$ cat config.mk
export PLATFORM = sky130hd
export DESIGN_NAME = window_conv
export DESIGN_NICKNAME = d
export VERILOG_FILES = /design/src/logic/conv_pkg.sv /design/src/logic/window_conv.sv
export VERILOG_INCLUDE_DIRS = /design/src /design/src/logic
export SDC_FILE = /design/constraint.sdc
export NUM_CORES = 2
export LEC_CHECK = 0
export BUFFER_PORTS_ARGS = -buffer_cell sky130_fd_sc_hd__buf_4
export CORE_MARGIN = 4
export CORE_UTILIZATION = 60
export CTS_CLUSTER_SIZE = 20
export DETAILED_ROUTE_END_ITERATION = 8
export GPL_TIMING_DRIVEN = 0
export PLACE_DENSITY = 0.76
export SLEW_MARGIN = 20
export SYNTH_ARGS = -nofsm -noshare
export SYNTH_HDL_FRONTEND = slang
export SYNTH_SLANG_ARGS = --single-unit
export TNS_END_PERCENT = 50
$ cat constraint.sdc
create_clock -name clk -period 21.2 [get_ports clk]
set_clock_uncertainty 0.2 [all_clocks]
set_input_delay 5.3 -clock clk [delete_from_list [all_inputs] [get_ports clk]]
set_output_delay 5.3 -clock clk [all_outputs]
set_load 0.1 [all_outputs]
$ cat src/logic/conv_defs.svh
`ifndef CONV_DEFS_SVH
`define CONV_DEFS_SVH

//////////////////////////////////////////////////
// Word widths
//////////////////////////////////////////////////

// Pixels and weights
`define CONV_DATA_W 8
// Holds 9 taps x 2 channels x 16384
`define CONV_ACC_W 24

//////////////////////////////////////////////////
// Image and channel sizes
//////////////////////////////////////////////////

`define CONV_IMG_W 6
`define CONV_IMG_H 6
`define CONV_CH_IN 2
`define CONV_CH_OUT 3

// Valid convolution, no padding
`define CONV_OUT_W (`CONV_IMG_W - 2)
`define CONV_OUT_H (`CONV_IMG_H - 2)

`define CONV_PLANE (`CONV_IMG_W * `CONV_IMG_H)
`define CONV_FRAME (`CONV_PLANE * `CONV_CH_IN)
`define CONV_OUT_PLANE (`CONV_OUT_W * `CONV_OUT_H)
`define CONV_TAPS 9

`endif

$ cat src/logic/conv_pkg.sv
`include "conv_defs.svh"

package conv_pkg;

	//////////////////////////////////////////////////
	// Data words
	//////////////////////////////////////////////////

	typedef logic signed [`CONV_DATA_W-1:0] pixel_t;
	typedef logic signed [`CONV_DATA_W-1:0] weight_t;
	typedef logic signed [`CONV_ACC_W-1:0] acc_t;

	//////////////////////////////////////////////////
	// State machines
	//////////////////////////////////////////////////

	// Frame store then replay per output channel
	typedef enum logic {
		RS_LOAD,
		RS_REPLAY
	} replay_state_t;

	// Plane collection then interleaved readout
	typedef enum logic {
		DS_FILL,
		DS_DRAIN
	} drain_state_t;

endpackage

$ cat src/logic/window_conv.sv
`timescale 1ns/1ps
`include "conv_defs.svh"

module window_conv (
	input  logic              clk,
	input  logic              reset,
	input  logic              valid_in,
	input  conv_pkg::pixel_t  pxl_in,
	input  logic              valid_weight_in,
	input  conv_pkg::weight_t weight_in,
	output conv_pkg::acc_t    part_sum,
	output logic              part_valid
);
	import conv_pkg::*;

	localparam int KERNELS = `CONV_CH_IN * `CONV_CH_OUT;
	localparam int W_DEPTH = KERNELS * `CONV_TAPS;
	localparam int W_AW    = $clog2(W_DEPTH);
	localparam int COL_W   = $clog2(`CONV_IMG_W);
	localparam int ROW_W   = $clog2(`CONV_IMG_H);
	localparam int KSEL_W  = $clog2(KERNELS);

	weight_t           weight_mem [0:W_DEPTH-1];
	logic [W_AW-1:0]   w_wr_cnt;
	// Previous row and the row before it
	pixel_t            line_0 [0:`CONV_IMG_W-1];
	pixel_t            line_1 [0:`CONV_IMG_W-1];
	// Two older columns of the window, newest column comes from the lines
	pixel_t            win [0:2][0:1];
	pixel_t            taps [0:`CONV_TAPS-1];
	logic [COL_W-1:0]  col_cnt;
	logic [ROW_W-1:0]  row_cnt;
	logic [KSEL_W-1:0] plane_cnt;
	logic [W_AW-1:0]   w_base;
	logic              win_full;
	acc_t              prod [0:`CONV_TAPS-1];
	logic              prod_valid;
	acc_t              tap_sum;

	//////////////////////////////////////////////////
	// Weight memory
	//////////////////////////////////////////////////

	always_ff @(posedge clk) begin
		if (valid_weight_in) begin
			weight_mem[w_wr_cnt] <= weight_in;
		end
	end

	// Kernel of the plane currently streaming
	assign w_base = W_AW'(plane_cnt * `CONV_TAPS);

	//////////////////////////////////////////////////
	// Line buffers and window
	//////////////////////////////////////////////////

	// Taps row-major, row 0 is the oldest row
	always_comb begin
		for (int r = 0; r < 3; r++) begin
			taps[r*3]     = win[r][0];
			taps[r*3 + 1] = win[r][1];
		end
		taps[2] = line_1[col_cnt];
		taps[5] = line_0[col_cnt];
		taps[8] = pxl_in;
	end

	assign win_full = (row_cnt >= ROW_W'(2)) && (col_cnt >= COL_W'(2));

	always_ff @(posedge clk) begin
		if (valid_in) begin
			line_1[col_cnt] <= line_0[col_cnt];
			line_0[col_cnt] <= pxl_in;
			for (int r = 0; r < 3; r++) begin
				win[r][0] <= win[r][1];
				win[r][1] <= taps[r*3 + 2];
			end
		end
	end

	//////////////////////////////////////////////////
	// Multiply-add pipeline
	//////////////////////////////////////////////////

	always_ff @(posedge clk) begin
		for (int k = 0; k < `CONV_TAPS; k++) begin
			prod[k] <= taps[k] * weight_mem[w_base + W_AW'(k)];
		end
	end

	always_comb begin
		tap_sum = '0;
		for (int k = 0; k < `CONV_TAPS; k++) begin
			tap_sum = tap_sum + prod[k];
		end
	end

	always_ff @(posedge clk) begin
		part_sum <= tap_sum;
	end

	// Counters and valid pipe
	always_ff @(posedge clk) begin
		if (reset) begin
			w_wr_cnt   <= '0;
			col_cnt    <= '0;
			row_cnt    <= '0;
			plane_cnt  <= '0;
			prod_valid <= 1'b0;
			part_valid <= 1'b0;
		end else begin
			if (valid_weight_in) begin
				if (w_wr_cnt == W_AW'(W_DEPTH - 1)) begin
					w_wr_cnt <= '0;
				end else begin
					w_wr_cnt <= w_wr_cnt + 1'b1;
				end
			end
			if (valid_in) begin
				if (col_cnt == COL_W'(`CONV_IMG_W - 1)) begin
					col_cnt <= '0;
					if (row_cnt == ROW_W'(`CONV_IMG_H - 1)) begin
						row_cnt <= '0;
						if (plane_cnt == KSEL_W'(KERNELS - 1)) begin
							plane_cnt <= '0;
						end else begin
							plane_cnt <= plane_cnt + 1'b1;
						end
					end else begin
						row_cnt <= row_cnt + 1'b1;
					end
				end else begin
					col_cnt <= col_cnt + 1'b1;
				end
			end
			prod_valid <= valid_in && win_full;
			part_valid <= prod_valid;
		end
	end

endmodule

==> results.yml <==
logic_synthesis:
  async_flop_share_pct: 0
  ys_seq_elements: 764
  synth_edf_count: 576
  synthesis.area_mm2: 0.06892
  synthesis.nets: 6366
  avgSynthCellArea_um2: 12.68
  synth.yosys.seq_area_share_pct: 30.56
  ys.flop_type: "edfxtp_1"
  synthCells: 5436
  synth_cell_types: 86
  yosysWarnings: 0
detailed_routing:
  first_iter_violations: 12110
  drc_errors: 192
  drt_pass1_iterations: 9
  postRouteAntennaNets: 0
  wl_per_cell_um: 48.16
  via_per_inst: 8.016
  vias: 58150
  wirelength_mm: 349.3
worst_setup_path:
  required_ns: 21.58
  cp_max_fo: 10
  r2r_slack_ns: 8.11
  arrival_ns: 13.47
  timing.rr.start: "plane_cnt[0]"
  cp_slowest_cell: "buf_1"
  worstSetupPathType: "register to register"
  crit_top_cell: "buf_2"
  r2r_cells: 31
  worstReg2RegEnd: "prod[0][178]"
  slowest_delay_ns: 1.03
  endpoint_kind: "register"
  start_kind: "register"
outcome:
  violations: "DRC"
  outcome: "finished, violations left"
floorplanning:
  start_util_pct: 60.35
  die_y_um: 346.9
  dieArea_mm2: 0.1204
  coreArea_mm2: 0.1142
  ioPinCount: 45
  row_count: 124
  chipWidth_um: 346.9
timing:
  tightestPinTransition_ns: 1.362
  clock.fmax_mhz: 76.37
  finalHoldViolCount: 0
  max_slew_margin_pct: 9.206
  setup_viol: 0
  min_period_over_period_pct: 61.77
  rsz0062_at_grt: "false"
  setup_tns_ns: 0
  hold-worst-slack_ns: 0.2660
  period_minus_slack_ns: 13.09
  fin_ws_ns: 8.105
  finalMaxSlewViolations: 0
finish:
  nets: 6557
  layout-drive-gt1-share_pct: 22.12
  fin_cells: 7254
  area.growth.synth_to_final_pct: 9.335
global_routing:
  first_global_vias: 58690
  grt_max_degree: 55
  antenna_found_initial: 35
  grt_pass1_wl_mm: 474.2
  grt_overflow_total: 0
  track_usage_pct: 58.14
cts:
  cts_buffer_depth: 3
  cts_tree: "built"
  h-tree-depth: 3
  post_cts_resized: 0
  cts-hold-fix-buffers: 0
  cts.clk_slew.worst_paths_ns: 0.07
  cts_buffers: 87
  post_cts_buffers: 0
  cts.sink_count: 764
  cts_root_buf: "clkbuf_16"
  insertion_delay_ns: 0.78
placement:
  dp_hpwl_mm: 252.9
  pre_cts_ws_ns: 9.372
  gp_congestion: 1.234
  placed_cells: 7049
  portBuffers: 44
worst_hold_path:
  min_from: "row_cnt[1]"
  hold_end: "row_cnt[2]"
  hp-class: "register to register"
  holdPathStages: 2
job:
  maxCapViolCount: 0
-- cell families (layout without fill, tap and decap cells) --
kind of cell | after synthesis | count (layout) | synth area share [%]
AND/OR/NAND/NOR | 1229 | 1229 | 8.836
buffers and inverters | 1060 | 1324 | 6.532
adder cells (fa/ha/maj) | 910 | 910 | 23.18
multiplexers | 856 | 856 | 24.41
flip-flops | 764 | 764 | 30.56
AO/OA/AOI/OAI | 457 | 457 | 4.397
XOR/XNOR | 160 | 160 | 2.088
other | 0 | 42 | 0
-- per-layer routing --
layer	global-route usage (%)	up-vias	share of wire (%)
met5	6.947	-	0.27
met4	57.13	26	14
met3	34.14	2613	17
met2	79.44	7187	40
met1	60.58	28490	28
li1	-	19830	-
-- critical path, delay by kind of cell (launching register included) --
kind | cells | cell delay [ns]
AOI/OAI and AO/OA | 3 | 0.88
xor gates and xnor gates | 1 | 0.58
adders and majority gates | 6 | 2.75
buffers and inverters | 15 | 4.92
DFF | 1 | 0.43
muxes | 4 | 2.41
and+or+nand+nor | 2 | 0.63
-- synthesized netlist by cell type (all sizes together), types with 32 or more instances --
cell type	count	area share [%]
fa	611	18
nand2	299	1.6
dfxtp	188	5.5
mux2i	144	2.1
edfxtp	576	25
buf	167	1.7
nand2b	45	0.41
nor2b	66	0.60
and2	292	2.7
ha	299	5.4
xnor2	143	1.9
inv	824	4.5
nor3	55	0.40
o21ai	118	0.92
clkbuf	69	0.38
nor2	311	1.7
mux2	62	1.0
a21oi	111	0.81
a211oi	32	0.36
nand3	51	0.37
mux4	650	21
-- registers in the layout, summed over array words and instances, names as in the netlist, named ones only --
| register | count |
|---|---|
| col_cnt | 3 |
| line_0 | 48 |
| line_1 | 48 |
| part_sum | 24 |
| part_valid | 1 |
| plane_cnt | 3 |
| prod | 144 |
| prod_valid | 1 |
| row_cnt | 3 |
| w_wr_cnt | 6 |
| weight_mem | 432 |
| win | 48 |
-- metrics by stage --
step	cell area, um^2	utilization (%)
3_3_place_gp	71140	62.30
3_5_place_dp	72100	63.14
4_1_cts	75150	65.81
6_report	75350	65.99
2_1_floorplan	68920	-
5_1_grt	75260	65.91
-- cell usage in the layout (no fill, tap or decap), types with 136 or more instances in the layout --
cell type	instances
and2_1	291
ha_1	299
nor2_1	265
edfxtp_1	576
mux4_2	639
nand2_1	298
inv_1	821
dfxtp_1	188
xnor2_1	136
mux2i_1	138
fa_1	611
-- how the worst max path moves through the flow --
stage | start | endpoint | slack [ns] | depth (start not counted)
after floorplan | pxl_in[7] | prod[0][214] | 11.58 | 16
after global placement | plane_cnt[0] | prod[0][191] | 9.13 | 28
after detailed placement | plane_cnt[0] | prod[0][134] | 9.37 | 32
after CTS | plane_cnt[0] | prod[0][134] | 9.09 | 32
after global routing | plane_cnt[0] | prod[0][178] | 8.70 | 31
final | plane_cnt[0] | prod[0][178] | 8.11 | 31
-- cell type report --
class / count / area (um^2)
flip-flops and latches: 764 / 21060
clock inverters: 55 / 699.4
diodes: 42 / 105.1
multi-input cells: 3612 / 43750
fillers: 7314 / 38840
well taps: 1512 / 1892
plain buffers: 236 / 1439
clock buffers: 107 / 2346
inverters: 824 / 3093
repair buffers: 102 / 965.9
Power is left out: the tool's default activity adds up to more than one toggle a clock period on the data nets, which glitch-free logic cannot reach.
