### config.mk
export PLATFORM = sky130hd
export DESIGN_NAME = channel_interleaver
export DESIGN_NICKNAME = d
export VERILOG_FILES = /design/src/logic/conv_pkg.sv /design/src/logic/channel_interleaver.sv
export VERILOG_INCLUDE_DIRS = /design/src /design/src/logic
export SDC_FILE = /design/constraint.sdc
export NUM_CORES = 1
export LEC_CHECK = 0
export ABC_AREA = 0
export BUFFER_PORTS_ARGS = -buffer_cell sky130_fd_sc_hd__buf_2
export CAP_MARGIN = 0
export CORE_ASPECT_RATIO = 0.7
export CORE_MARGIN = 4
export CORE_UTILIZATION = 54
export DETAILED_ROUTE_END_ITERATION = 8
export MAX_ROUTING_LAYER = met4
export PLACE_DENSITY = 0.78
export SLEW_MARGIN = 40
export SYNTH_ARGS = -nofsm -noshare
export SYNTH_HDL_FRONTEND = slang
export SYNTH_SLANG_ARGS = --single-unit
### constraint.sdc
create_clock -name clk -period 5.1 [get_ports clk]
set_clock_uncertainty 0.05 [all_clocks]
set_input_delay 0.765 -clock clk [delete_from_list [all_inputs] [get_ports clk]]
set_output_delay 0.765 -clock clk [all_outputs]
set_load 0.03 [all_outputs]
### src/logic/conv_defs.svh
`ifndef CONV_DEFS_SVH
`define CONV_DEFS_SVH

//////////////////////////////////////////////////
// Word widths
//////////////////////////////////////////////////

// Pixels and weights
`define CONV_DATA_W 8
// Holds 9 taps x 2 channels x 16384
`define CONV_ACC_W 24

//////////////////////////////////////////////////
// Image and channel sizes
//////////////////////////////////////////////////

`define CONV_IMG_W 6
`define CONV_IMG_H 6
`define CONV_CH_IN 2
`define CONV_CH_OUT 3

// Valid convolution, no padding
`define CONV_OUT_W (`CONV_IMG_W - 2)
`define CONV_OUT_H (`CONV_IMG_H - 2)

`define CONV_PLANE (`CONV_IMG_W * `CONV_IMG_H)
`define CONV_FRAME (`CONV_PLANE * `CONV_CH_IN)
`define CONV_OUT_PLANE (`CONV_OUT_W * `CONV_OUT_H)
`define CONV_TAPS 9

`endif

### src/logic/conv_pkg.sv
`include "conv_defs.svh"

package conv_pkg;

	//////////////////////////////////////////////////
	// Data words
	//////////////////////////////////////////////////

	typedef logic signed [`CONV_DATA_W-1:0] pixel_t;
	typedef logic signed [`CONV_DATA_W-1:0] weight_t;
	typedef logic signed [`CONV_ACC_W-1:0] acc_t;

	//////////////////////////////////////////////////
	// State machines
	//////////////////////////////////////////////////

	// Frame store then replay per output channel
	typedef enum logic {
		RS_LOAD,
		RS_REPLAY
	} replay_state_t;

	// Plane collection then interleaved readout
	typedef enum logic {
		DS_FILL,
		DS_DRAIN
	} drain_state_t;

endpackage

### src/logic/channel_interleaver.sv
`timescale 1ns/1ps
`include "conv_defs.svh"

module channel_interleaver (
	input  logic           clk,
	input  logic           reset,
	input  logic           chan_valid,
	input  conv_pkg::acc_t chan_sum,
	output conv_pkg::acc_t pxl_out,
	output logic           valid_out
);
	import conv_pkg::*;

	localparam int DEPTH = `CONV_OUT_PLANE * `CONV_CH_OUT;
	localparam int AW    = $clog2(DEPTH);
	localparam int POS_W = $clog2(`CONV_OUT_PLANE);
	localparam int CH_W  = $clog2(`CONV_CH_OUT);

	acc_t             out_mem [0:DEPTH-1];
	logic [AW-1:0]    wr_addr;
	logic [AW-1:0]    rd_addr;
	logic [POS_W-1:0] drain_pos;
	logic [CH_W-1:0]  drain_ch;
	drain_state_t     state;

	// Planes are stored back to back, read across them per pixel
	assign rd_addr = AW'(drain_ch * `CONV_OUT_PLANE + drain_pos);

	always_ff @(posedge clk) begin
		if ((state == DS_FILL) && chan_valid) begin
			out_mem[wr_addr] <= chan_sum;
		end
	end

	always_ff @(posedge clk) begin
		pxl_out <= out_mem[rd_addr];
	end

	//////////////////////////////////////////////////
	// Fill / drain control
	//////////////////////////////////////////////////

	always_ff @(posedge clk) begin
		if (reset) begin
			state     <= DS_FILL;
			wr_addr   <= '0;
			drain_pos <= '0;
			drain_ch  <= '0;
			valid_out <= 1'b0;
		end else begin
			case (state)
				DS_FILL: begin
					valid_out <= 1'b0;
					if (chan_valid) begin
						if (wr_addr == AW'(DEPTH - 1)) begin
							wr_addr <= '0;
							state   <= DS_DRAIN;
						end else begin
							wr_addr <= wr_addr + 1'b1;
						end
					end
				end
				DS_DRAIN: begin
					valid_out <= 1'b1;
					if (drain_ch == CH_W'(`CONV_CH_OUT - 1)) begin
						drain_ch <= '0;
						if (drain_pos == POS_W'(`CONV_OUT_PLANE - 1)) begin
							drain_pos <= '0;
							state     <= DS_FILL;
						end else begin
							drain_pos <= drain_pos + 1'b1;
						end
					end else begin
						drain_ch <= drain_ch + 1'b1;
					end
				end
				default: state <= DS_FILL;
			endcase
		end
	end

endmodule

==> flow_summary.ini, run 1 <==
[hold_path]
hp-start = reset
min_path_type = in2reg
hold_path_end = wr_addr[1]
hold_depth = 2

[clocking]
cts_made_buffers = 104
clk_latency_ns = 0.68
cts-root-buf = clkbuf_16
holdBufCountCts = 0
cts_max_path_buffers = 3
cts_setup_buffers = 0
clock-sinks = 1190
htreeDepth = 3
ctsResizeCount = 0
cts_tree = done
clk_pin_slew_ns = 0.07

[grt]
antenna_found_initial = 12
grt_max_degree = 82
grt_overflow_total = 0
track_usage = 0.262
grt_pass1_vias = 22800
grt_pass1_wl_um = 164000

[detailed_routing]
vias = 23900
final_antenna_net_count = 0
dr.pass1.iters = 6
dr.first_iter.drc_count = 4209
wl_um = 115000
avgRoutedWirePerCell_um = 31.3
drc = 0
vias_per_cell = 6.51

[finish]
fillers = 5712
layout-drive-gt1-share = 0.211
nets = 2468
fin_area_sq_um = 51100
syn2layout_area_growth_pct = 11.5
seq_area_sq_um = 35400
multiInputGateArea_sq_um = 9830

[synthesis]
yosysUniqueCellTypes = 43
synth_ff_type = edfxtp_1
yosysMostFrequentCell = edfxtp_1
syn_area_per_cell_sq_um = 19.6
synth_area_leader_cell = edfxtp_1
synth_area_leaders = edfxtp_1, mux2i_1, mux4_2
syn_nets = 2363
synth_area_sq_um = 45800
synthTopCellsByCount = edfxtp_1, mux2i_1, mux4_2
seq_area_frac_synth = 0.771
ys_ff_latch = 1190
synth_enable_flop_cells = 1152
synthArstFlopShare = 0
yosysTopAreaCellShare = 0.755
ys_warn_count = 0
synthCells = 2334

[sta]
rsz0062_at_grt = false
setup_viol = 0
worst_slew_pin_slew_ns = 0.894
finalCritPeriodShare = 0.678
relSlewSlack = 0.404
hold_viol = 0
fin_crit_ns = 3.46
clock.fmax_mhz = 289
worst_slack_ns = 1.64
drv_slew = 0
final.setup.tns_ns = 0

[setup_path]
crit_fanout = 35
crit_chain = buf_12, buf_4, mux4_2, mux2i_1, nor2_1, a311oi_1, nor4_1
cp.required_ns = 5.58
end_kind = flip-flop
startpoint_type = flip-flop
crit_path_top_delay_cell = buf_4
cpPeakStageDelay_ns = 0.64
arrival_ns = 3.94
timing.rr.end = pxl_out[20]
crit_type = reg2reg
r2r_start = drain_pos[0]
ff2ff_path_depth = 7
rrSetupSlack_ns = 1.64

[power]
ir_worst_vdd_mv = 0.326
fin_total_pwr_uw = 18800
p_leak_uw = 0.0153
power_density_nw_per_um2 = 367

[die]
rows = 89
die_area_sq_um = 89700
start_util = 0.545
num_io_pins = 52
chipWidth_um = 356
fp.dieH_um = 252
core_sq_um = 84200

[place]
portBuffers = 51
hpwlAfterDp_um = 67000
pre_cts_ws_ns = 1.56
gp_congestion = 0.946
placed_cell_area_sq_um = 47800

[run_status]
outcome = completed

[run]
cap_violations = 0
worst max-delay path: cells and delay by family, from the launching register on:
| kind | cells | cell delay (ns) |
|---|---|---|
| flip-flops | 1 | 0.62 |
| AO/OA/AOI/OAI | 1 | 0.57 |
| multiplexers | 2 | 0.77 |
| AND/OR/NAND/NOR | 2 | 0.31 |
| buffers and inverters | 2 | 0.94 |
per-layer routing:
metal | vias up | GRT usage | share of wire
li1 | 9775 | - | -
met1 | 12400 | 0.387 | 0.40
met2 | 1605 | 0.351 | 0.42
met3 | 168 | 0.0920 | 0.15
met4 | 0 | 0.0614 | 0.021
met5 | - | - | 0
layout by cell type (no fill, tap or decap), types with 7 or more instances in the layout:
cell type     n
a21oi_1      49
a221oi_1     23
a221oi_2     25
a22o_1       48
a22oi_1      48
a311oi_1     20
buf_2        31
buf_4        95
clkbuf_1     31
clkbuf_16   107
clkbuf_8      7
clkinv_1     17
clkinv_2     21
dfxtp_1      34
edfxtp_1   1152
mux2_2       49
mux2i_1     365
mux4_2       96
nand2_1      35
nor2_1       41
nor2_2       44
nor4_1       23
o22ai_1      72
cell type report:
| cell class | instances | share of cell area |
|---|---|---|
| Antenna cell | 6 | 0.000294 |
| Clock buffer | 145 | 0.0565 |
| Tap cell | 1137 | 0.0278 |
| Clock inverter | 53 | 0.00773 |
| Multi-Input combinational cell | 1000 | 0.192 |
| Timing Repair Buffer | 142 | 0.0233 |
| Inverter | 1 | 0.0000734 |
| Sequential cell | 1190 | 0.692 |
registers in the layout, indices dropped and copies added, names as in the netlist:
| name | cells |
|---|---|
| drain_ch | 2 |
| drain_pos | 4 |
| out_mem | 1152 |
| pxl_out | 24 |
| state | 1 |
| valid_out | 1 |
| wr_addr | 6 |
logic make-up after synthesis:
family                   after synthesis  share of synthesized area
AO/OA/AOI/OAI                        293                     0.0499
XOR/XNOR                               4                   0.000764
adder cells (fa/ha/maj)                2                   0.000546
buffers and inverters                144                     0.0186
flip-flops                          1190                      0.771
multiplexers                         510                      0.139
AND/OR/NAND/NOR                      191                     0.0200
how the worst max path moves through the flow:
| stage | start | endpoint | slack [ns] | cells after the start |
|---|---|---|---|---|
| after global placement | drain_pos[0] | pxl_out[4] | 1.27 | 5 |
| after detailed placement | drain_pos[0] | pxl_out[20] | 1.56 | 7 |
| after global routing | drain_pos[0] | pxl_out[20] | 1.46 | 7 |
| after CTS | drain_pos[0] | pxl_out[20] | 1.59 | 7 |
| after floorplan | chan_valid | out_mem[39][0] | 2.01 | 4 |
| final | drain_pos[0] | pxl_out[20] | 1.64 | 7 |
power breakdown:
part | leakage, uW | switching, uW | total, uW | internal, uW
registers | 0.0107 | 51.4 | 10800 | 10800
logic | 0.00296 | 310 | 368 | 58.6
clock network | 0.00161 | 3460 | 7600 | 4140
per-stage QoR:
stage	instances	utilization	hold slack, ns
after detailed placement	3468	0.567	0.537
after floorplan	2334	-	0.484
after global placement	3454	0.564	0.509
after CTS	3666	0.606	0.355
after global routing	3672	0.607	0.394
final	3674	0.607	0.399
(Power assumes the default switching activity.)
==> inputs of run 2 (changes only) <==
Clock period 5.1 ns to 3.5 ns, I/O delays scaled along.
==> flow_summary.ini, run 2 (synthesis gave the netlist of run 1 again) <==
[finish]
fillers = 5720
nets = 2497
final_cell_mix = edfxtp_1, mux2i_1, buf_4, clkbuf_16, mux4_2
final_common_cell = edfxtp_1
syn2layout_area_growth_pct = 12.1
largest_reg_flops = 1152
regMostFlops = out_mem
layout-drive-gt1-share = 0.221
fin_area_sq_um = 51400
top_regs = out_mem x1152, pxl_out x24, wr_addr x6

[setup_path]
cp.required_ns = 4.01
crit_path_top_delay_cell = dfxtp_4
path_delay_family = compound AO/OA/AOI/OAI gates
startpoint_type = flip-flop
crit_chain = buf_4, mux2i_1, a22o_1, a221oi_1, o22ai_1, nor4_1
crit_fanout = 29
crit_type = reg2reg
r2r_start = drain_pos[2]
rrSetupSlack_ns = 0.45
ff2ff_path_depth = 6
crit_buf_inv = 1
arrival_ns = 3.56
timing.rr.end = pxl_out[22]
end_kind = flip-flop
cpPeakStageDelay_ns = 0.73

[grt]
grt_overflow_total = 0
grt_pass1_wl_um = 162000
antenna_found_initial = 12
grt_pass1_vias = 22600
grt_max_degree = 76
track_usage = 0.259

[detailed_routing]
vias_per_cell = 6.50
avgRoutedWirePerCell_um = 30.6
drc = 0
dr.pass1.iters = 5
wl_um = 113000
vias = 24000
dr.first_iter.drc_count = 3865
final_antenna_net_count = 0

[clocking]
cts_max_path_buffers = 3
cts-root-buf = clkbuf_16
clk_latency_ns = 0.68
clk_pin_slew_ns = 0.07
holdBufCountCts = 0
ctsResizeCount = 0
cts_made_buffers = 101
cts_setup_buffers = 0
htreeDepth = 3
clock-sinks = 1190
cts_tree = done

[hold_path]
min_path_type = in2reg
hold_path_end = drain_pos[0]
hp-start = reset
hold_depth = 2

[die]
die_area_sq_um = 89700
core_sq_um = 84200
num_io_pins = 52
start_util = 0.545
rows = 89
chipWidth_um = 356
fp.dieH_um = 252

[sta]
rsz0062_at_grt = false
clock.fmax_mhz = 328
final.setup.tns_ns = 0
finalCritPeriodShare = 0.872
worst_slew_pin_slew_ns = 0.839
fin_crit_ns = 3.05
setup_viol = 0
relSlewSlack = 0.441
drv_slew = 0
hold_viol = 0

[place]
portBuffers = 51
gp_congestion = 0.888
placed_cell_area_sq_um = 48000
hpwlAfterDp_um = 65700

[run_status]
outcome = completed

[power]
ir_worst_vdd_mv = 0.383
p_leak_uw = 0.0154
power_density_nw_per_um2 = 538

[run]
cap_violations = 0
[run 2: cell count changes in the layout (fill, tap and decap cells not counted), moves of 5 or more]
cell | previous run | this run
buf_12 | 6 | 15
buf_4 | 95 | 131
buf_8 | 6 | 0
bufinv_16 | 3 | 11
clkbuf_1 | 31 | 21
clkbuf_16 | 107 | 102
clkbuf_8 | 7 | 15
clkinv_2 | 21 | 15
[run 2: final cells by class]
| class | count | area (sq um) | area share |
|---|---|---|---|
| Sequential cell | 1190 | 35400 | 0.688 |
| Multi-Input combinational cell | 1000 | 9790 | 0.190 |
| Clock buffer | 138 | 2840 | 0.0552 |
| Timing Repair Buffer | 174 | 1420 | 0.0277 |
| Tap cell | 1137 | 1420 | 0.0277 |
| Clock inverter | 48 | 532 | 0.0103 |
| Antenna cell | 5 | 12.5 | 0.000243 |
| Inverter | 1 | 3.75 | 0.0000730 |
[run 2: worst max path at each step]
stage,from,endpoint,slack (ns),depth (start not counted)
finish,drain_pos[2],pxl_out[22],0.45,6
CTS,drain_pos[0],pxl_out[14],0.46,7
global route,drain_pos[0],pxl_out[14],0.32,7
detailed placement,drain_pos[0],pxl_out[14],0.49,7
global placement,drain_pos[1],pxl_out[23],0.47,6
floorplan,chan_valid,out_mem[39][0],0.65,4
[run 2: worst reg2reg max path: cells and delay by family (launching register included)]
family | cells | cell delay [ns]
muxes | 1 | 0.15
buffers and inverters | 1 | 0.39
DFF | 1 | 0.73
AOI/OAI and AO/OA | 3 | 1.25
and+or+nand+nor | 1 | 0.40
[run 2: per-layer routing]
metal  vias up  track usage  part of all wire
li1       9832            -                 -
met1     12300        0.390              0.40
met2      1656        0.348              0.43
met3       173       0.0795              0.15
met4         0       0.0596             0.023
met5         -            -                 0
[run 2: report_power, final]
| part | switching [uW] | internal [uW] |
|---|---|---|
| registers | 61.1 | 15700 |
| clock network | 4910 | 6490 |
| logic | 422 | 85.7 |
[run 2: stage by stage]
stage / hold slack [ns] / setup WS (ns) / utilization / total power [uW] / instances
2_1_floorplan: 0.484 / 0.653 / - / 16200 / 2334
3_3_place_gp: 0.457 / 0.470 / 0.569 / 16500 / 3501
3_5_place_dp: 0.476 / 0.492 / 0.570 / 16500 / 3502
4_1_cts: 0.117 / 0.460 / 0.610 / 27800 / 3688
5_1_grt: 0.155 / 0.319 / 0.610 / 28400 / 3693
6_report: 0.164 / 0.448 / 0.610 / 27700 / 3693
