### src/logic/conv_defs.svh
`ifndef CONV_DEFS_SVH
`define CONV_DEFS_SVH

//////////////////////////////////////////////////
// Word widths
//////////////////////////////////////////////////

// Pixels and weights
`define CONV_DATA_W 8
// Holds 9 taps x 2 channels x 16384
`define CONV_ACC_W 24

//////////////////////////////////////////////////
// Image and channel sizes
//////////////////////////////////////////////////

`define CONV_IMG_W 6
`define CONV_IMG_H 6
`define CONV_CH_IN 2
`define CONV_CH_OUT 3

// Valid convolution, no padding
`define CONV_OUT_W (`CONV_IMG_W - 2)
`define CONV_OUT_H (`CONV_IMG_H - 2)

`define CONV_PLANE (`CONV_IMG_W * `CONV_IMG_H)
`define CONV_FRAME (`CONV_PLANE * `CONV_CH_IN)
`define CONV_OUT_PLANE (`CONV_OUT_W * `CONV_OUT_H)
`define CONV_TAPS 9

`endif

### src/logic/conv_pkg.sv
`include "conv_defs.svh"

package conv_pkg;

	//////////////////////////////////////////////////
	// Data words
	//////////////////////////////////////////////////

	typedef logic signed [`CONV_DATA_W-1:0] pixel_t;
	typedef logic signed [`CONV_DATA_W-1:0] weight_t;
	typedef logic signed [`CONV_ACC_W-1:0] acc_t;

	//////////////////////////////////////////////////
	// State machines
	//////////////////////////////////////////////////

	// Frame store then replay per output channel
	typedef enum logic {
		RS_LOAD,
		RS_REPLAY
	} replay_state_t;

	// Plane collection then interleaved readout
	typedef enum logic {
		DS_FILL,
		DS_DRAIN
	} drain_state_t;

endpackage

### src/logic/feature_replay.sv
`timescale 1ns/1ps
`include "conv_defs.svh"

module feature_replay (
	input  logic             clk,
	input  logic             reset,
	input  logic             valid_in,
	input  conv_pkg::pixel_t pxl_in,
	output conv_pkg::pixel_t replay_pxl,
	output logic             replay_valid
);
	import conv_pkg::*;

	localparam int ADDR_W = $clog2(`CONV_FRAME);
	localparam int PASS_W = $clog2(`CONV_CH_OUT);

	pixel_t            frame_mem [0:`CONV_FRAME-1];
	logic [ADDR_W-1:0] wr_cnt;
	logic [ADDR_W-1:0] rd_cnt;
	logic [PASS_W-1:0] pass_cnt;
	replay_state_t     state;
	logic              wr_en;

	// Words arriving during replay are dropped
	assign wr_en = (state == RS_LOAD) && valid_in;

	//////////////////////////////////////////////////
	// Frame memory
	//////////////////////////////////////////////////

	always_ff @(posedge clk) begin
		if (wr_en) begin
			frame_mem[wr_cnt] <= pxl_in;
		end
	end

	always_ff @(posedge clk) begin
		replay_pxl <= frame_mem[rd_cnt];
	end

	//////////////////////////////////////////////////
	// Load / replay control
	//////////////////////////////////////////////////

	always_ff @(posedge clk) begin
		if (reset) begin
			state        <= RS_LOAD;
			wr_cnt       <= '0;
			rd_cnt       <= '0;
			pass_cnt     <= '0;
			replay_valid <= 1'b0;
		end else begin
			case (state)
				RS_LOAD: begin
					replay_valid <= 1'b0;
					if (valid_in) begin
						if (wr_cnt == ADDR_W'(`CONV_FRAME - 1)) begin
							wr_cnt <= '0;
							state  <= RS_REPLAY;
						end else begin
							wr_cnt <= wr_cnt + 1'b1;
						end
					end
				end
				RS_REPLAY: begin
					// One whole frame per output channel
					replay_valid <= 1'b1;
					if (rd_cnt == ADDR_W'(`CONV_FRAME - 1)) begin
						rd_cnt <= '0;
						if (pass_cnt == PASS_W'(`CONV_CH_OUT - 1)) begin
							pass_cnt <= '0;
							state    <= RS_LOAD;
						end else begin
							pass_cnt <= pass_cnt + 1'b1;
						end
					end else begin
						rd_cnt <= rd_cnt + 1'b1;
					end
				end
				default: state <= RS_LOAD;
			endcase
		end
	end

endmodule

### config.mk
export PLATFORM = sky130hd
export DESIGN_NAME = feature_replay
export DESIGN_NICKNAME = d
export VERILOG_FILES = /design/src/logic/conv_pkg.sv /design/src/logic/feature_replay.sv
export VERILOG_INCLUDE_DIRS = /design/src /design/src/logic
export SDC_FILE = /design/constraint.sdc
export NUM_CORES = 1
export LEC_CHECK = 0
export ABC_AREA = 1
export BUFFER_PORTS_ARGS = -buffer_cell sky130_fd_sc_hd__buf_2
export CELL_PAD_IN_SITES_DETAIL_PLACEMENT = 0
export CELL_PAD_IN_SITES_GLOBAL_PLACEMENT = 1
export CORE_UTILIZATION = 46
export DETAILED_ROUTE_END_ITERATION = 12
export GPL_TIMING_DRIVEN = 0
export PLACE_DENSITY_LB_ADDON = 0.1
export SLEW_MARGIN = 20
export SYNTH_ARGS = -nofsm -noshare
export SYNTH_HDL_FRONTEND = slang
export SYNTH_SLANG_ARGS = --single-unit
### constraint.sdc
create_clock -name clk -period 1.81 [get_ports clk]
set_input_delay 0.0905 -clock clk [delete_from_list [all_inputs] [get_ports clk]]
set_output_delay 0.0905 -clock clk [all_outputs]
set_load 0.02 [all_outputs]
==> results.cfg, run 1 <==
[floorplanning]
core_area_um2 = 54200
dieArea_um2 = 56200
row_count = 85
boundaryPins = 20
start_util_pct = 46.9
die_y_um = 237
die_w_um = 237

[timing]
setup_viol = 13
slew-limit-headroom_pct = 43.0
rsz0062_at_grt = true
post-route-min-period_ns = 2.04
worst_pin_slew_ns = 0.854
setup_ws_ns = -0.235
fin_crit_sh_pct = 113
slew_viol_final = 0
hold-worst-slack_ns = 0.339
tns_ns = -1.92
max_freq_mhz = 489
finalHoldViolCount = 0
fin_worst_skew_ns = 0.0212

[critical_path]
critPathMaxFanout = 10
required_ns = 2.30
endpoint_kind = flip-flop
timing.rr.start = rd_cnt[0]
start_kind = flip-flop
setup.worst_path.class = flip-flop to flip-flop
crit_start = rd_cnt[0]
regToRegSetupSlack_ns = -0.23
cp.arrival_ns = 2.54

[clock_network]
cts_made_buffers = 67
cts.clk_slew.worst_paths_ns = 0.06
clock-sinks = 602
root_buffer = clkbuf_16
htree_num_levels = 3
cts_tree = done
clock_latency_ns = 0.62
cts.path.max_buffers = 3

[power]
power_mw = 29.4
p_leak_nw = 12.4
p_per_area_nw_per_um2 = 924
ir_worst_vdd_mv = 0.848

[min_path]
hp-start = pxl_in[1]
hp-class = primary input to flip-flop

[yosys]
ys_seq_area_share_pct = 70.1
synth_edf_count = 576
synth_top_area_share_pct = 68.0
synth_nets = 2405
ys_ff_latch = 602
netlist_area_um2 = 25400
synth_area_leaders = edfxtp_1 (68%), nand2_1 (12%), nand3_1 (6.1%)
ys_warn_count = 0
synthFlopType = edfxtp_1
netlist_instances = 2392
synth.avg_cell_area_um2 = 10.6
async_flop_share_pct = 0
synth_cell_types = 27
netlist.top_cell.by_area = edfxtp_1

[final_layout]
drive_above_1_share_pct = 20.1
nets = 2587
n_antenna_cell = 0
fin_cells = 3323
area_growth_pct = 25.1

[drt]
wirelength_mm = 79.0
drc = 0
wl_per_cell_um = 23.8
drtAntennaViolNets = 0
vias_per_cell = 5.45
drtIter0Drc = 1782
dr.pass1.iters = 5
detailroute.via_count = 18100

[global_routing]
grt.overflow.total = 0
antenna_found_initial = 2
grt_pass1_vias = 17400
grt_usage_pct = 28.3
grt_first_pass_wirelength_mm = 114
grt_start_max_net_pins = 65

[placed_design]
place_hpwl_mm = 51.0
placedCellCount = 3115
io_buffers = 18
gp_congestion = 0.883

[run_status]
status = complete, but fails checks
violations = setup timing

[job]
drv_cap = 0
## Yosys cell counts (all sizes together), types with 3 or more instances
cell,count
nor3b,3
nor2,187
buf,94
nand3,312
o21ai,78
dfxtp,26
nor3,11
o211ai,4
a21oi,7
o22ai,3
nand2,804
o221ai,13
inv,239
edfxtp,576
clkbuf,27
## final timing paths
check,endpoint,cells past startpoint
worst min register to register,state,3
worst max-delay path,replay_pxl[6],13
worst min-delay path,frame_mem[68][1],2
worst max register to register,replay_pxl[6],13
## cell families after synthesis
family | synth area share [%]
compound gates | 2.43
fa+ha+maj | 0.0984
buf+inv | 6.24
flops | 70.1
simple gates | 21.2
## worst max-delay path, cell delays in order, from the launching register on
cell	delay, ns
dfxtp_4	0.37
inv_6	0.10
buf_12	0.16
clkbuf_16	0.18
buf_8	0.14
nand2_1	0.06
nand3_1	0.09
nand3_1	0.12
nand3_2	0.12
nand2_1	0.09
nand2_1	0.07
nand2_1	0.10
o21ai_2	0.20
nand2_1	0.10
## placed cells by master (no fill, tap or decap), drive strengths merged
| cell | netlist | routed |
|---|---|---|
| o21ai | 78 | 78 |
| a21oi | 7 | 7 |
| nand3 | 312 | 312 |
| nor3 | 11 | 11 |
| clkinvlp | 0 | 3 |
| edfxtp | 576 | 576 |
| dlygate4sd3 | 0 | 10 |
| buf | 94 | 184 |
| nor2 | 187 | 187 |
| ha | 2 | 2 |
| o211ai | 4 | 4 |
| dfxtp | 26 | 26 |
| o221ai | 13 | 13 |
| clkbuf | 27 | 127 |
| a2111oi | 1 | 1 |
| bufinv | 0 | 5 |
| a211oi | 2 | 2 |
| inv | 239 | 242 |
| clkinv | 1 | 25 |
| nor3b | 3 | 3 |
| nand2 | 804 | 804 |
| nor4 | 2 | 2 |
| o22ai | 3 | 3 |
## area by class of cell
cell class                 count  area (um2)
inverter                     240         917
clock buffer                  87        1800
buffer                       120        1120
sequential                   602       17800
multi-input combinational   1429        7270
fill                        4494       22400
timing repair buffer         114        1670
tap                          696         871
clock inverter                35         317
## sequential cells by signal, indices dropped and copies added, names as in the netlist
register,count
frame_mem,576
replay_valid,1
rd_cnt,7
replay_pxl,8
wr_cnt,7
state,1
pass_cnt,2
## what timing repair did
action,4_1_cts,5_1_grt
gates resized for setup,324,173
hold endpoints to repair,191,0
buffers inserted,60,12
hold buffers,10,0
pin swaps,48,51
endpoints found under the setup margin,592,487
gates cloned,0,5
## where the power goes
group | leakage, nW | internal [mW] | switching [mW]
combinational | 5.94 | 0.178 | 0.506
sequential | 5.40 | 15.3 | 0.0235
clock | 1.04 | 7.78 | 5.60
total | 12.4 | 23.2 | 6.13
## layer usage
layer / track usage, % / routed length [um] / share of wire [%] / up-vias
met5: 0 / 0 / 0 / -
met4: 9.54 / 2240 / 2.8 / 0
met3: 3.70 / 5730 / 7.2 / 136
met2: 45.2 / 37200 / 47 / 703
met1: 40.2 / 33800 / 43 / 8907
li1: - / - / - / 8375
## metrics by stage
stage | cell area, um2 | setup slack (ns) | utilization (%)
6_report | 31800 | -0.235 | 58.6
5_1_grt | 31800 | -0.283 | 58.6
4_1_cts | 30900 | -0.269 | 57.0
3_5_place_dp | 26600 | -1.17 | 49.1
3_3_place_gp | 26400 | -1.09 | 48.7
2_1_floorplan | 25400 | -0.0572 | -
No activity file was read; power rests on OpenSTA's default activity.
==> inputs of run 2 (changes only) <==
--- a/config.mk
+++ b/config.mk
@@ -8,9 +8,12 @@
 export LEC_CHECK = 0
 export ABC_AREA = 1
 export BUFFER_PORTS_ARGS = -buffer_cell sky130_fd_sc_hd__buf_2
+export CAP_MARGIN = 20
 export CELL_PAD_IN_SITES_DETAIL_PLACEMENT = 0
 export CELL_PAD_IN_SITES_GLOBAL_PLACEMENT = 1
-export CORE_UTILIZATION = 46
+export CORE_UTILIZATION = 48
+export CTS_BUF_LIST = sky130_fd_sc_hd__clkbuf_4 sky130_fd_sc_hd__clkbuf_8
+export CTS_CLUSTER_SIZE = 30
 export DETAILED_ROUTE_END_ITERATION = 12
 export GPL_TIMING_DRIVEN = 0
 export PLACE_DENSITY_LB_ADDON = 0.1
==> run 2 against run 1 <==
Largest cell class unchanged. Sequential cell count unchanged. The flow still finishes with violations (setup timing). Sequential power barely moved. Maximum frequency rose by 2.9%. Via count up 0.95%. First-iteration DRC count decreased by 14%.
==> results.cfg, run 2 (synthesized netlist as in run 1, its figures left out) <==
[placed_design]
post-place-ws_ns = -1.15
place_hpwl_mm = 50.5
io_buffers = 18
gp_congestion = 0.906

[power]
ir_worst_vdd_mv = 0.988
p_clk_share_pct = 43.1
netSwitchingPower_mw = 6.03
p_leak_nw = 12.4
power_mw = 28.1
internal_power_mw = 22.1
seq_power_share_pct = 54.5
comb_power_share_pct = 2.4
swShare_pct = 21.5
p_per_area_nw_per_um2 = 889

[floorplanning]
die_w_um = 232
dieArea_um2 = 53900
core_area_um2 = 51800
row_count = 83
boundaryPins = 20
die_y_um = 232
start_util_pct = 49.1

[clock_network]
cts.path.max_buffers = 3
cts.clk_slew.worst_paths_ns = 0.06
cts_tree = done
clock-sinks = 602
clock_latency_ns = 0.71
root_buffer = clkbuf_8
htree_num_levels = 3
cts_made_buffers = 99

[critical_path]
critical-path-top-delay-family = simple AND/OR/NAND/NOR gates
cp.arrival_ns = 2.56
worstPathCellList = buf_12, buf_16, buf_8, nand2_1, nand3_1, nand3_1, nand3_2, nand2_4, nand2_2, nand2_4, o21ai_4, nand2_1
slowest_delay_ns = 0.39
endpoint_kind = flip-flop
required_ns = 2.39
setup.worst_path.class = flip-flop to flip-flop
path_buf_inv = 3
critPathSlowestCell = dfxtp_4
start_kind = flip-flop
critPathMaxFanout = 10

[timing]
finalHoldViolCount = 0
worst_pin_slew_ns = 0.737
slew-limit-headroom_pct = 50.7
post-route-min-period_ns = 1.99
max_freq_mhz = 503
rsz0062_at_grt = true
setup_ws_ns = -0.176
fin_worst_skew_ns = 0.0267
setup_viol = 8
fin_crit_sh_pct = 110
slew_viol_final = 0
hold-worst-slack_ns = 0.260

[final_layout]
area_growth_pct = 24.4
final_common_cell = nand2_1
drive_above_1_share_pct = 23.0
n_antenna_cell = 0
fillCellCount = 4163
finish.utilization_pct = 61.0
final_cell_mix = nand2_1 (751), edfxtp_1 (576), nand3_1 (241)
largest_register = frame_mem
largestRegisters = frame_mem x576, replay_pxl x8
largest_register_ffs = 576
nets = 2609

[global_routing]
antenna_found_initial = 1
grt_start_max_net_pins = 65
grt_pass1_vias = 17600
grt.overflow.total = 0
grt_first_pass_wirelength_mm = 114
grt_usage_pct = 29.6

[drt]
drc = 0
drtIter0Drc = 1526
vias_per_cell = 5.45
wl_per_cell_um = 23.3
dr.pass1.iters = 7
drtAntennaViolNets = 0
wirelength_mm = 78.2
detailroute.via_count = 18300

[run_status]
violations = setup timing
status = complete, but fails checks

[job]
drv_cap = 0

[min_path]
hp-class = primary input to flip-flop
## run 2: changes by cell type in the layout (fill, tap and decap cells not counted), moves of 9 or more
cell / change
clkbuf_1: -21
clkbuf_16: -71
clkbuf_4: +32
clkbuf_8: +106
nand2_1: -11
nand2_2: +9
## run 2: final timing paths
| kind | start | to | slack, ns | cells past startpoint |
|---|---|---|---|---|
| worst max-delay path | rd_cnt[0] | replay_pxl[4] | -0.18 | 12 |
| worst min-delay path | pxl_in[1] | frame_mem[64][1] | 0.26 | 2 |
| worst max register to register | rd_cnt[0] | replay_pxl[4] | -0.18 | 12 |
| worst min register to register | pass_cnt[1] | state | 0.49 | 3 |
## run 2: power groups by stage
stage | Clock, mW | Combinational (mW) | Sequential, mW
CTS | 12.2 | 0.636 | 15.3
finish | 12.1 | 0.681 | 15.3
global placement | 0 | 0.460 | 15.6
global route | 12.9 | 0.716 | 15.3
detailed placement | 0 | 0.524 | 15.6
floorplan | 0 | 0.0985 | 15.6
## run 2: cell type report
type                    count  area (um2)  share of cell area (%)
plain buffers             121        1250                    3.96
clock buffers             143        1740                    5.49
clock inverters            41         269                   0.851
inverters                 240         913                    2.89
multi-input cells        1429        7370                    23.3
flip-flops and latches    602       17800                    56.4
well taps                 680         851                    2.69
repair buffers            103        1410                    4.44
## run 2: metrics by stage
stage	area, um2	std cells	TNS (ns)
global route	31600	3359	-1.88
CTS	31000	3348	-1.98
detailed placement	26600	3099	-479.42
finish	31600	3359	-1.30
global placement	26400	3090	-486.49
floorplan	25400	2392	-1.37
## run 2: timing repair
item / in CTS / in global routing
gates resized for setup: 412 / 142
hold buffers: 10 / 0
endpoints found under the hold margin: 296 / 0
pin swaps: 44 / 40
buffers inserted: 53 / 9
setup endpoints to repair: 592 / 548
cloned: 2 / 2
## run 2: metal layers
| metal | vias to the layer above | share of wire [%] | track usage, % | routed length [um] |
|---|---|---|---|---|
| met5 | - | 0.017 | 0 | 13 |
| met4 | 2 | 2.4 | 8.43 | 1910 |
| met3 | 128 | 7.7 | 4.79 | 5990 |
| met2 | 749 | 47 | 47.2 | 37100 |
| met1 | 8984 | 42 | 41.9 | 33100 |
| li1 | 8430 | - | - | - |
